File: config.mk
export PLATFORM = sky130hd
export DESIGN_NAME = usb_reg_top
export DESIGN_NICKNAME = d
export VERILOG_FILES = /design/src/usb_reg_pkg.sv /design/src/reg_bus_if.sv /design/src/usb_reg_top.sv /design/src/readback_collector.sv /design/src/reg_bank.sv /design/src/reg_host_port.sv
export VERILOG_INCLUDE_DIRS = /design/src /design/src/src
export SDC_FILE = /design/constraint.sdc
export NUM_CORES = 1
export LEC_CHECK = 0
export BUFFER_PORTS_ARGS = -buffer_cell sky130_fd_sc_hd__buf_2
export CAP_MARGIN = 10
export CELL_PAD_IN_SITES_DETAIL_PLACEMENT = 1
export CELL_PAD_IN_SITES_GLOBAL_PLACEMENT = 2
export CORE_MARGIN = 3
export CORE_UTILIZATION = 45
export CTS_CLUSTER_DIAMETER = 150
export CTS_CLUSTER_SIZE = 28
export DETAILED_ROUTE_END_ITERATION = 8
export MAX_ROUTING_LAYER = met4
export PLACE_DENSITY = 0.8
export SETUP_SLACK_MARGIN = 0.05
export SYNTH_ARGS = -nofsm -noshare
export SYNTH_HDL_FRONTEND = slang
export SYNTH_HIERARCHICAL = 1
export SYNTH_SLANG_ARGS = --single-unit
File: constraint.sdc
create_clock -name clk_usb_buf -period 4.6 [get_ports clk_usb_buf]
set_clock_uncertainty 0.05 [all_clocks]
set_input_delay 0.23 -clock clk_usb_buf [delete_from_list [all_inputs] [get_ports clk_usb_buf]]
set_output_delay 0.23 -clock clk_usb_buf [all_outputs]
set_load 0.01 [all_outputs]
File: src/usb_reg_defines.svh
`ifndef USB_REG_DEFINES_SVH
`define USB_REG_DEFINES_SVH

// bank layout
`define USB_REG_NUM_BANKS    4
`define USB_REG_BANK_REGS    8
`define USB_REG_BANK_STRIDE  16

// host bus widths
`define USB_REG_ADDR_W       8
`define USB_REG_DATA_W       8

// sticky error lives in the last register of a bank
`define USB_REG_ERR_REG      7

// led flash rate, msb toggles every 2**(W-1) cycles
`define USB_REG_FLASH_W      4

`endif
File: src/usb_reg_pkg.sv
`include "usb_reg_defines.svh"

package usb_reg_pkg;

   // byte address on the host register bus
   typedef logic [`USB_REG_ADDR_W-1:0] reg_addr_t;

   // register payload
   typedef logic [`USB_REG_DATA_W-1:0] reg_data_t;

   // bank number field of an address
   typedef logic [$clog2(`USB_REG_NUM_BANKS)-1:0] bank_idx_t;

endpackage

File: src/reg_bus_if.sv
`timescale 1ns/1ps

interface reg_bus_if;
   usb_reg_pkg::reg_addr_t addr;    // held for the whole access
   usb_reg_pkg::reg_data_t wdata;
   logic                   wr_stb;  // one cycle per write
   logic                   rd_stb;  // one cycle per read

   modport host (
      output addr,
      output wdata,
      output wr_stb,
      output rd_stb
   );

   modport bank (
      input addr,
      input wdata,
      input wr_stb,
      input rd_stb
   );
endinterface

File: src/usb_reg_top.sv
`timescale 1ns/1ps
`include "usb_reg_defines.svh"

module usb_reg_top (
   input  logic                          clk_usb_buf,
   input  logic                          arst_n_i,
   input  logic                          req_i,
   input  logic                          we_i,
   input  usb_reg_pkg::reg_addr_t        addr_i,
   input  usb_reg_pkg::reg_data_t        wdata_i,
   input  logic [`USB_REG_NUM_BANKS-1:0] err_event_i,
   output logic                          ack_o,
   output usb_reg_pkg::reg_data_t        rdata_o,
   output logic                          led_error_o
);
   import usb_reg_pkg::*;

   reg_data_t                     bank_rdata [`USB_REG_NUM_BANKS];
   logic [`USB_REG_NUM_BANKS-1:0] bank_err;
   reg_data_t                     rdata_q;   // registered OR of all banks

   reg_bus_if bus_if ();

   reg_host_port i_reg_host_port (
      .clk_usb_buf (clk_usb_buf),
      .arst_n_i    (arst_n_i),
      .req_i       (req_i),
      .we_i        (we_i),
      .addr_i      (addr_i),
      .wdata_i     (wdata_i),
      .rdata_q_i   (rdata_q),
      .ack_o       (ack_o),
      .rdata_o     (rdata_o),
      .bus         (bus_if.host)
   );

   // one bank per address window
   for (genvar g = 0; g < `USB_REG_NUM_BANKS; g++) begin : g_bank
      reg_bank #(
         .BANK_INDEX  (g)
      ) i_reg_bank (
         .clk_usb_buf (clk_usb_buf),
         .arst_n_i    (arst_n_i),
         .bus         (bus_if.bank),
         .err_event_i (err_event_i[g]),
         .rdata_o     (bank_rdata[g]),
         .err_o       (bank_err[g])
      );
   end

   readback_collector i_readback_collector (
      .clk_usb_buf  (clk_usb_buf),
      .arst_n_i     (arst_n_i),
      .bank_rdata_i (bank_rdata),
      .bank_err_i   (bank_err),
      .rdata_q_o    (rdata_q),
      .led_error_o  (led_error_o)
   );

endmodule

File: src/readback_collector.sv
`timescale 1ns/1ps
`include "usb_reg_defines.svh"

module readback_collector (
   input  logic                          clk_usb_buf,
   input  logic                          arst_n_i,
   input  usb_reg_pkg::reg_data_t        bank_rdata_i [`USB_REG_NUM_BANKS],
   input  logic [`USB_REG_NUM_BANKS-1:0] bank_err_i,
   output usb_reg_pkg::reg_data_t        rdata_q_o,
   output logic                          led_error_o
);
   import usb_reg_pkg::*;

   localparam int FLASH_MSB = `USB_REG_FLASH_W - 1;

   reg_data_t                   rdata_or;
   reg_data_t                   rdata_q;
   logic                        err_any;
   logic [`USB_REG_FLASH_W-1:0] flash_cnt_q;
   logic                        led_q;

   // idle banks present zero, so a plain OR selects the responder
   always_comb begin
      rdata_or = '0;
      for (int b = 0; b < `USB_REG_NUM_BANKS; b++) begin
         rdata_or = rdata_or | bank_rdata_i[b];
      end
   end

   assign err_any = |bank_err_i;

   always_ff @(posedge clk_usb_buf) begin
      rdata_q <= rdata_or;
   end

   always_ff @(posedge clk_usb_buf or negedge arst_n_i) begin
      if (!arst_n_i) begin
         flash_cnt_q <= '0;
      end else begin
         flash_cnt_q <= flash_cnt_q + 1'b1;  // free running
      end
   end

   // flash while any error is pending
   always_ff @(posedge clk_usb_buf or negedge arst_n_i) begin
      if (!arst_n_i) begin
         led_q <= 1'b0;
      end else begin
         led_q <= err_any && flash_cnt_q[FLASH_MSB];
      end
   end

   assign rdata_q_o   = rdata_q;
   assign led_error_o = led_q;

   a_led_quiet: assert property (@(posedge clk_usb_buf) disable iff (!arst_n_i)
      !err_any |=> !led_error_o);

endmodule

File: src/reg_bank.sv
`timescale 1ns/1ps
`include "usb_reg_defines.svh"

module reg_bank #(
   parameter int BANK_INDEX = 0
) (
   input  logic                   clk_usb_buf,
   input  logic                   arst_n_i,
   reg_bus_if.bank                bus,
   input  logic                   err_event_i,
   output usb_reg_pkg::reg_data_t rdata_o,
   output logic                   err_o
);
   import usb_reg_pkg::*;

   localparam int OFS_W     = $clog2(`USB_REG_BANK_STRIDE);
   localparam int IDX_W     = $bits(bank_idx_t);
   localparam int TOP_LSB   = OFS_W + IDX_W;
   localparam int REG_IDX_W = $clog2(`USB_REG_BANK_REGS);

   logic [OFS_W-1:0] reg_ofs;
   bank_idx_t        addr_bank;
   logic             in_window;
   logic             reg_hit;    // in window and a real register
   logic             is_err_reg;
   logic             err_clr;
   reg_data_t        rd_byte;
   reg_data_t        regs_q [`USB_REG_ERR_REG];
   reg_data_t        rdata_q;
   logic             err_q;

   // window decode, bits above the bank field must be zero
   assign reg_ofs    = bus.addr[OFS_W-1:0];
   assign addr_bank  = bus.addr[OFS_W +: IDX_W];
   assign in_window  = (addr_bank == bank_idx_t'(BANK_INDEX)) &&
                       (bus.addr[`USB_REG_ADDR_W-1:TOP_LSB] == '0);
   assign reg_hit    = in_window && (reg_ofs < `USB_REG_BANK_REGS);
   assign is_err_reg = (reg_ofs == OFS_W'(`USB_REG_ERR_REG));
   assign err_clr    = bus.wr_stb && reg_hit && is_err_reg && bus.wdata[0];

   always_comb begin
      rd_byte = '0;
      if (reg_hit) begin
         if (is_err_reg) begin
            rd_byte = reg_data_t'(err_q);  // sticky bit in bit 0
         end else begin
            rd_byte = regs_q[reg_ofs[REG_IDX_W-1:0]];
         end
      end
   end

   always_ff @(posedge clk_usb_buf or negedge arst_n_i) begin
      if (!arst_n_i) begin
         for (int i = 0; i < `USB_REG_ERR_REG; i++) begin
            regs_q[i] <= '0;
         end
      end else if (bus.wr_stb && reg_hit && !is_err_reg) begin
         regs_q[reg_ofs[REG_IDX_W-1:0]] <= bus.wdata;
      end
   end

   always_ff @(posedge clk_usb_buf or negedge arst_n_i) begin
      if (!arst_n_i) begin
         err_q <= 1'b0;
      end else if (err_event_i) begin
         err_q <= 1'b1;   // event beats a clear in the same cycle
      end else if (err_clr) begin
         err_q <= 1'b0;
      end
   end

   // zero unless this bank answers a read
   always_ff @(posedge clk_usb_buf or negedge arst_n_i) begin
      if (!arst_n_i) begin
         rdata_q <= '0;
      end else begin
         rdata_q <= bus.rd_stb ? rd_byte : '0;
      end
   end

   assign rdata_o = rdata_q;
   assign err_o   = err_q;

   a_err_sets: assert property (@(posedge clk_usb_buf) disable iff (!arst_n_i)
      err_event_i |=> err_o);

endmodule

File: src/reg_host_port.sv
`timescale 1ns/1ps

module reg_host_port (
   input  logic                   clk_usb_buf,
   input  logic                   arst_n_i,
   input  logic                   req_i,
   input  logic                   we_i,
   input  usb_reg_pkg::reg_addr_t addr_i,
   input  usb_reg_pkg::reg_data_t wdata_i,
   input  usb_reg_pkg::reg_data_t rdata_q_i,
   output logic                   ack_o,
   output usb_reg_pkg::reg_data_t rdata_o,
   reg_bus_if.host                bus
);
   import usb_reg_pkg::*;

   typedef enum logic [1:0] {
      ST_IDLE,
      ST_STROBE,
      ST_WAIT,
      ST_ACK
   } state_t;

   state_t    state_q;
   logic      wait_cnt_q;  // two wait stages, bank then collector
   logic      new_req;
   logic      wr_stb_q;
   logic      rd_stb_q;
   reg_addr_t addr_q;
   reg_data_t wdata_q;
   reg_data_t rdata_q;

   assign new_req = (state_q == ST_IDLE) && req_i;  // ack is low in idle

   always_ff @(posedge clk_usb_buf or negedge arst_n_i) begin
      if (!arst_n_i) begin
         state_q    <= ST_IDLE;
         wait_cnt_q <= 1'b0;
         wr_stb_q   <= 1'b0;
         rd_stb_q   <= 1'b0;
      end else begin
         wr_stb_q <= new_req && we_i;
         rd_stb_q <= new_req && !we_i;
         case (state_q)
            ST_IDLE: begin
               if (req_i) begin
                  state_q <= ST_STROBE;
               end
            end
            ST_STROBE: begin
               state_q    <= ST_WAIT;  // bank acts on this edge
               wait_cnt_q <= 1'b0;
            end
            ST_WAIT: begin
               wait_cnt_q <= 1'b1;
               if (wait_cnt_q) begin
                  state_q <= ST_ACK;   // collector output is valid now
               end
            end
            ST_ACK: begin
               if (!req_i) begin
                  state_q <= ST_IDLE;
               end
            end
            default: state_q <= ST_IDLE;
         endcase
      end
   end

   // latch the request so the banks see a stable address
   always_ff @(posedge clk_usb_buf) begin
      if (new_req) begin
         addr_q  <= addr_i;
         wdata_q <= wdata_i;
      end
      if ((state_q == ST_WAIT) && wait_cnt_q) begin
         rdata_q <= rdata_q_i;
      end
   end

   assign bus.addr   = addr_q;
   assign bus.wdata  = wdata_q;
   assign bus.wr_stb = wr_stb_q;
   assign bus.rd_stb = rd_stb_q;

   assign ack_o   = (state_q == ST_ACK);
   assign rdata_o = rdata_q;

   // a strobe is a single pulse per access
   a_one_strobe: assert property (@(posedge clk_usb_buf) disable iff (!arst_n_i)
      (wr_stb_q || rd_stb_q) |=> !(wr_stb_q || rd_stb_q));

   a_ack_needs_req: assert property (@(posedge clk_usb_buf) disable iff (!arst_n_i)
      $rose(ack_o) |-> req_i);

endmodule

==> key figures <==
Global route
  • First-pass GRT wire length: 53100 um
  • Grt ovf: 0
  • Gr usage total: 21.2%
  • Largest net degree at the start of global routing: 116
  • Vias in the first global route: 8760
  • Initial antenna violation count: 1

Synthesis
  • Post-synthesis cell area: 13800 um2
  • Syn avg cell area: 14.3 um2
  • Register area share after synthesis: 55.5%
  • Main synth FF type: dfrtp_1
  • Cells after synthesis: 962
  • Syn Nets: 991
  • EDFF count, synth: 24
  • Yosys cell types: 71
  • Synth warn: 6
  • Flops & latches, synth: 302
  • Async set or reset register ratio after synthesis: 89.4%

Setup path
  • Worst path slowest cell: edfxtp_1
  • Crit path DAT: 2.74 ns
  • Crit-path max FO: 43
  • WP buf/inv: 1
  • Worst R2R Setup Slack: 2.19 ns
  • Crit-path cells: buf_12 -> nand2b_1 -> nor3_4 -> mux2_2
  • Crit path from: i_reg_host_port/bus.addr[1]
  • Crit. End Element: flop
  • Max incr delay on CP: 0.81 ns
  • Worst R2R End: g_bank[2].i_reg_bank/regs_q[37]
  • Startpoint class of the critical path: flop
  • R2r startpoint: i_reg_host_port/bus.addr[1]
  • CP Class: flop to flop
  • CP required: 4.93 ns
  • Kind of cell adding the most delay to the critical path: flip-flops
  • Worst-case reg-to-reg path depth: 4

Die
  • Die width: 181 um
  • Core area: 29900 um2
  • IO Count: 34
  • Row count: 63
  • Initial Util: 46.1%
  • Die Y: 181 um
  • Die area: 32700 um2

Detailed routing
  • DRT Wirelength: 33700 um
  • Via/cell ratio: 5.68
  • Initial DRC Count: 527
  • Met3 wire length: 868 um
  • First-pass iteration count of the detailed router: 4
  • Total number of vias: 8004
  • Routed WL per cell: 24.0 um
  • DRC: 0
  • ANT nets after route: 0
  • Routed wl met2: 16900 um
  • DR top layer: met4
  • Met1 WL: 15500 um

Timing
  • RSZ-0062 raised after global routing: false
  • Worst slew pin tran: 0.807 ns
  • Final-report hold violation count: 0
  • Fin crit period: 2.41 ns
  • Crit share post-route: 52.4%
  • Final Max Tran Viols: 0
  • Worst Slack Setup Final: 2.19 ns
  • Final setup violation count: 0
  • Worst rel slew slack: 46.2%
  • TNS Setup: 0 ns
  • FMAX: 415 MHz

Final layout
  • Final Core Density: 50.1%
  • Share of layout cells above drive strength 1: 35.0%
  • Final instance area: 15000 um2
  • Final #Nets: 1042
  • Layout fillers: 2986
  • Antenna cells: 0
  • Area grow syn2layout: 8.77%
  • Commonest non-fill, non-tap cell in the layout: dfrtp_1
  • Most frequent cells in the layout: dfrtp_1, mux2_2, mux2_4

Place
  • Port Buffer Count: 33
  • Place WS: 2.20 ns
  • RD Place Congestion: 0.791
  • Hpwl dp: 21600 um
  • Placed Instance Area: 14300 um2

Pwr
  • Peak VDD IR: 0.275 mV
  • Pleak: 7.08 nW
  • PwrDens: 344 nW/um2

Flow run
  • Max Cap Viol: 0

Clocking
  • Post_cts resized: 0
  • Clk slew on worst S/H paths: 0.11 ns
  • CTS Buf Count: 14
  • Clock Path Buffers: 3
  • CTS sink count: 302
  • CTS tree: built
  • Clock Tree Root: clkbuf_16
  • Clk_lat worst skew: 0.50 ns
  • H-tree Lvls: 1

Min path
  • Hold WC Path Type: input port to async pin

Run status
  • Status: completed
==> flip-flops by register name, summed over array words and instances (netlist names), 2 cells and up <==
register,cells
i_readback_collector/rdata_q_o,8
i_reg_host_port/rdata_o,8
g_bank.i_reg_bank/regs_q,224
i_reg_host_port/bus.wdata,8
g_bank.i_reg_bank/err_o,4
i_reg_host_port/state_q,2
g_bank.i_reg_bank/rdata_o,32
i_readback_collector/flash_cnt_q,4
i_reg_host_port/bus.addr,8
==> synth_stat cells (12+ instances only) <==
cell type	count	area share, %
nand2b_1	12	0.55
edfxtp_1	24	5.2
mux2_2	192	16
dfrtp_1	270	49
mux2_4	49	5.3
nand3_1	13	0.47
a22oi_1	18	0.98
nor2_1	30	0.82
mux2i_1	44	3.2
nor2b_1	12	0.55
a21oi_1	31	1.1
inv_1	17	0.46
o21ai_0	14	0.51
buf_2	21	0.76
nand2_1	18	0.49
==> where the power goes <==
part           switching (mW)  internal, mW
clock network           0.827         0.609
registers               0.114          2.80
logic                   0.522         0.282
total                    1.46          3.69
==> kinds of logic (layout without fill, tap and decap cells) <==
logic type,Yosys count,in the layout,share of synthesized area (%)
flip-flops,302,302,55.5
multiplexers,295,295,25.1
AND/OR/NAND/NOR,170,170,9.57
AO/OA/AOI/OAI,130,130,6.69
buffers and inverters,58,114,2.65
adder cells (fa/ha/maj),5,5,0.454
XOR/XNOR,2,2,0.127
==> final cells by class <==
class / instances / area (um2) / area share [%]
flip-flops and latches: 302 / 7640 / 51.0
multi-input cells: 602 / 5770 / 38.5
repair buffers: 76 / 618 / 4.13
well taps: 390 / 488 / 3.26
clock buffers: 20 / 394 / 2.63
inverters: 17 / 63.8 / 0.426
clock inverters: 1 / 8.76 / 0.0585
==> metal layers <==
metal / up-vias / GRT usage [%]
met5: - / -
met4: 0 / 3.78
met3: 26 / 2.11
met2: 102 / 35.0
met1: 4254 / 29.2
li1: 3622 / -
==> worst max-delay path by stage <==
| stage | to | slack [ns] | cells past startpoint |
|---|---|---|---|
| 6_report | g_bank[2].i_reg_bank/regs_q[37] | 2.19 | 4 |
| 3_3_place_gp | g_bank[2].i_reg_bank/regs_q[4] | 2.23 | 4 |
| 3_5_place_dp | g_bank[2].i_reg_bank/regs_q[37] | 2.20 | 4 |
| 2_1_floorplan | g_bank[0].i_reg_bank/regs_q[32] | 2.65 | 5 |
| 4_1_cts | g_bank[2].i_reg_bank/regs_q[37] | 2.16 | 4 |
| 5_1_grt | g_bank[2].i_reg_bank/regs_q[35] | 2.04 | 4 |
==> timing repair <==
item,4_1_cts,5_1_grt
endpoints found under the hold margin,106,0
setup buffers,0,0
hold buffers,23,0
==> through the flow <==
stage,instances,power [mW],hold slack (ns)
after floorplan,962,3.43,-0.116
after global placement,1364,3.73,0.241
after detailed placement,1364,3.75,0.232
after CTS,1408,5.22,0.279
after global routing,1408,5.40,0.289
final,1408,5.15,0.236
Note: power is estimated with default switching activity, not from simulation.
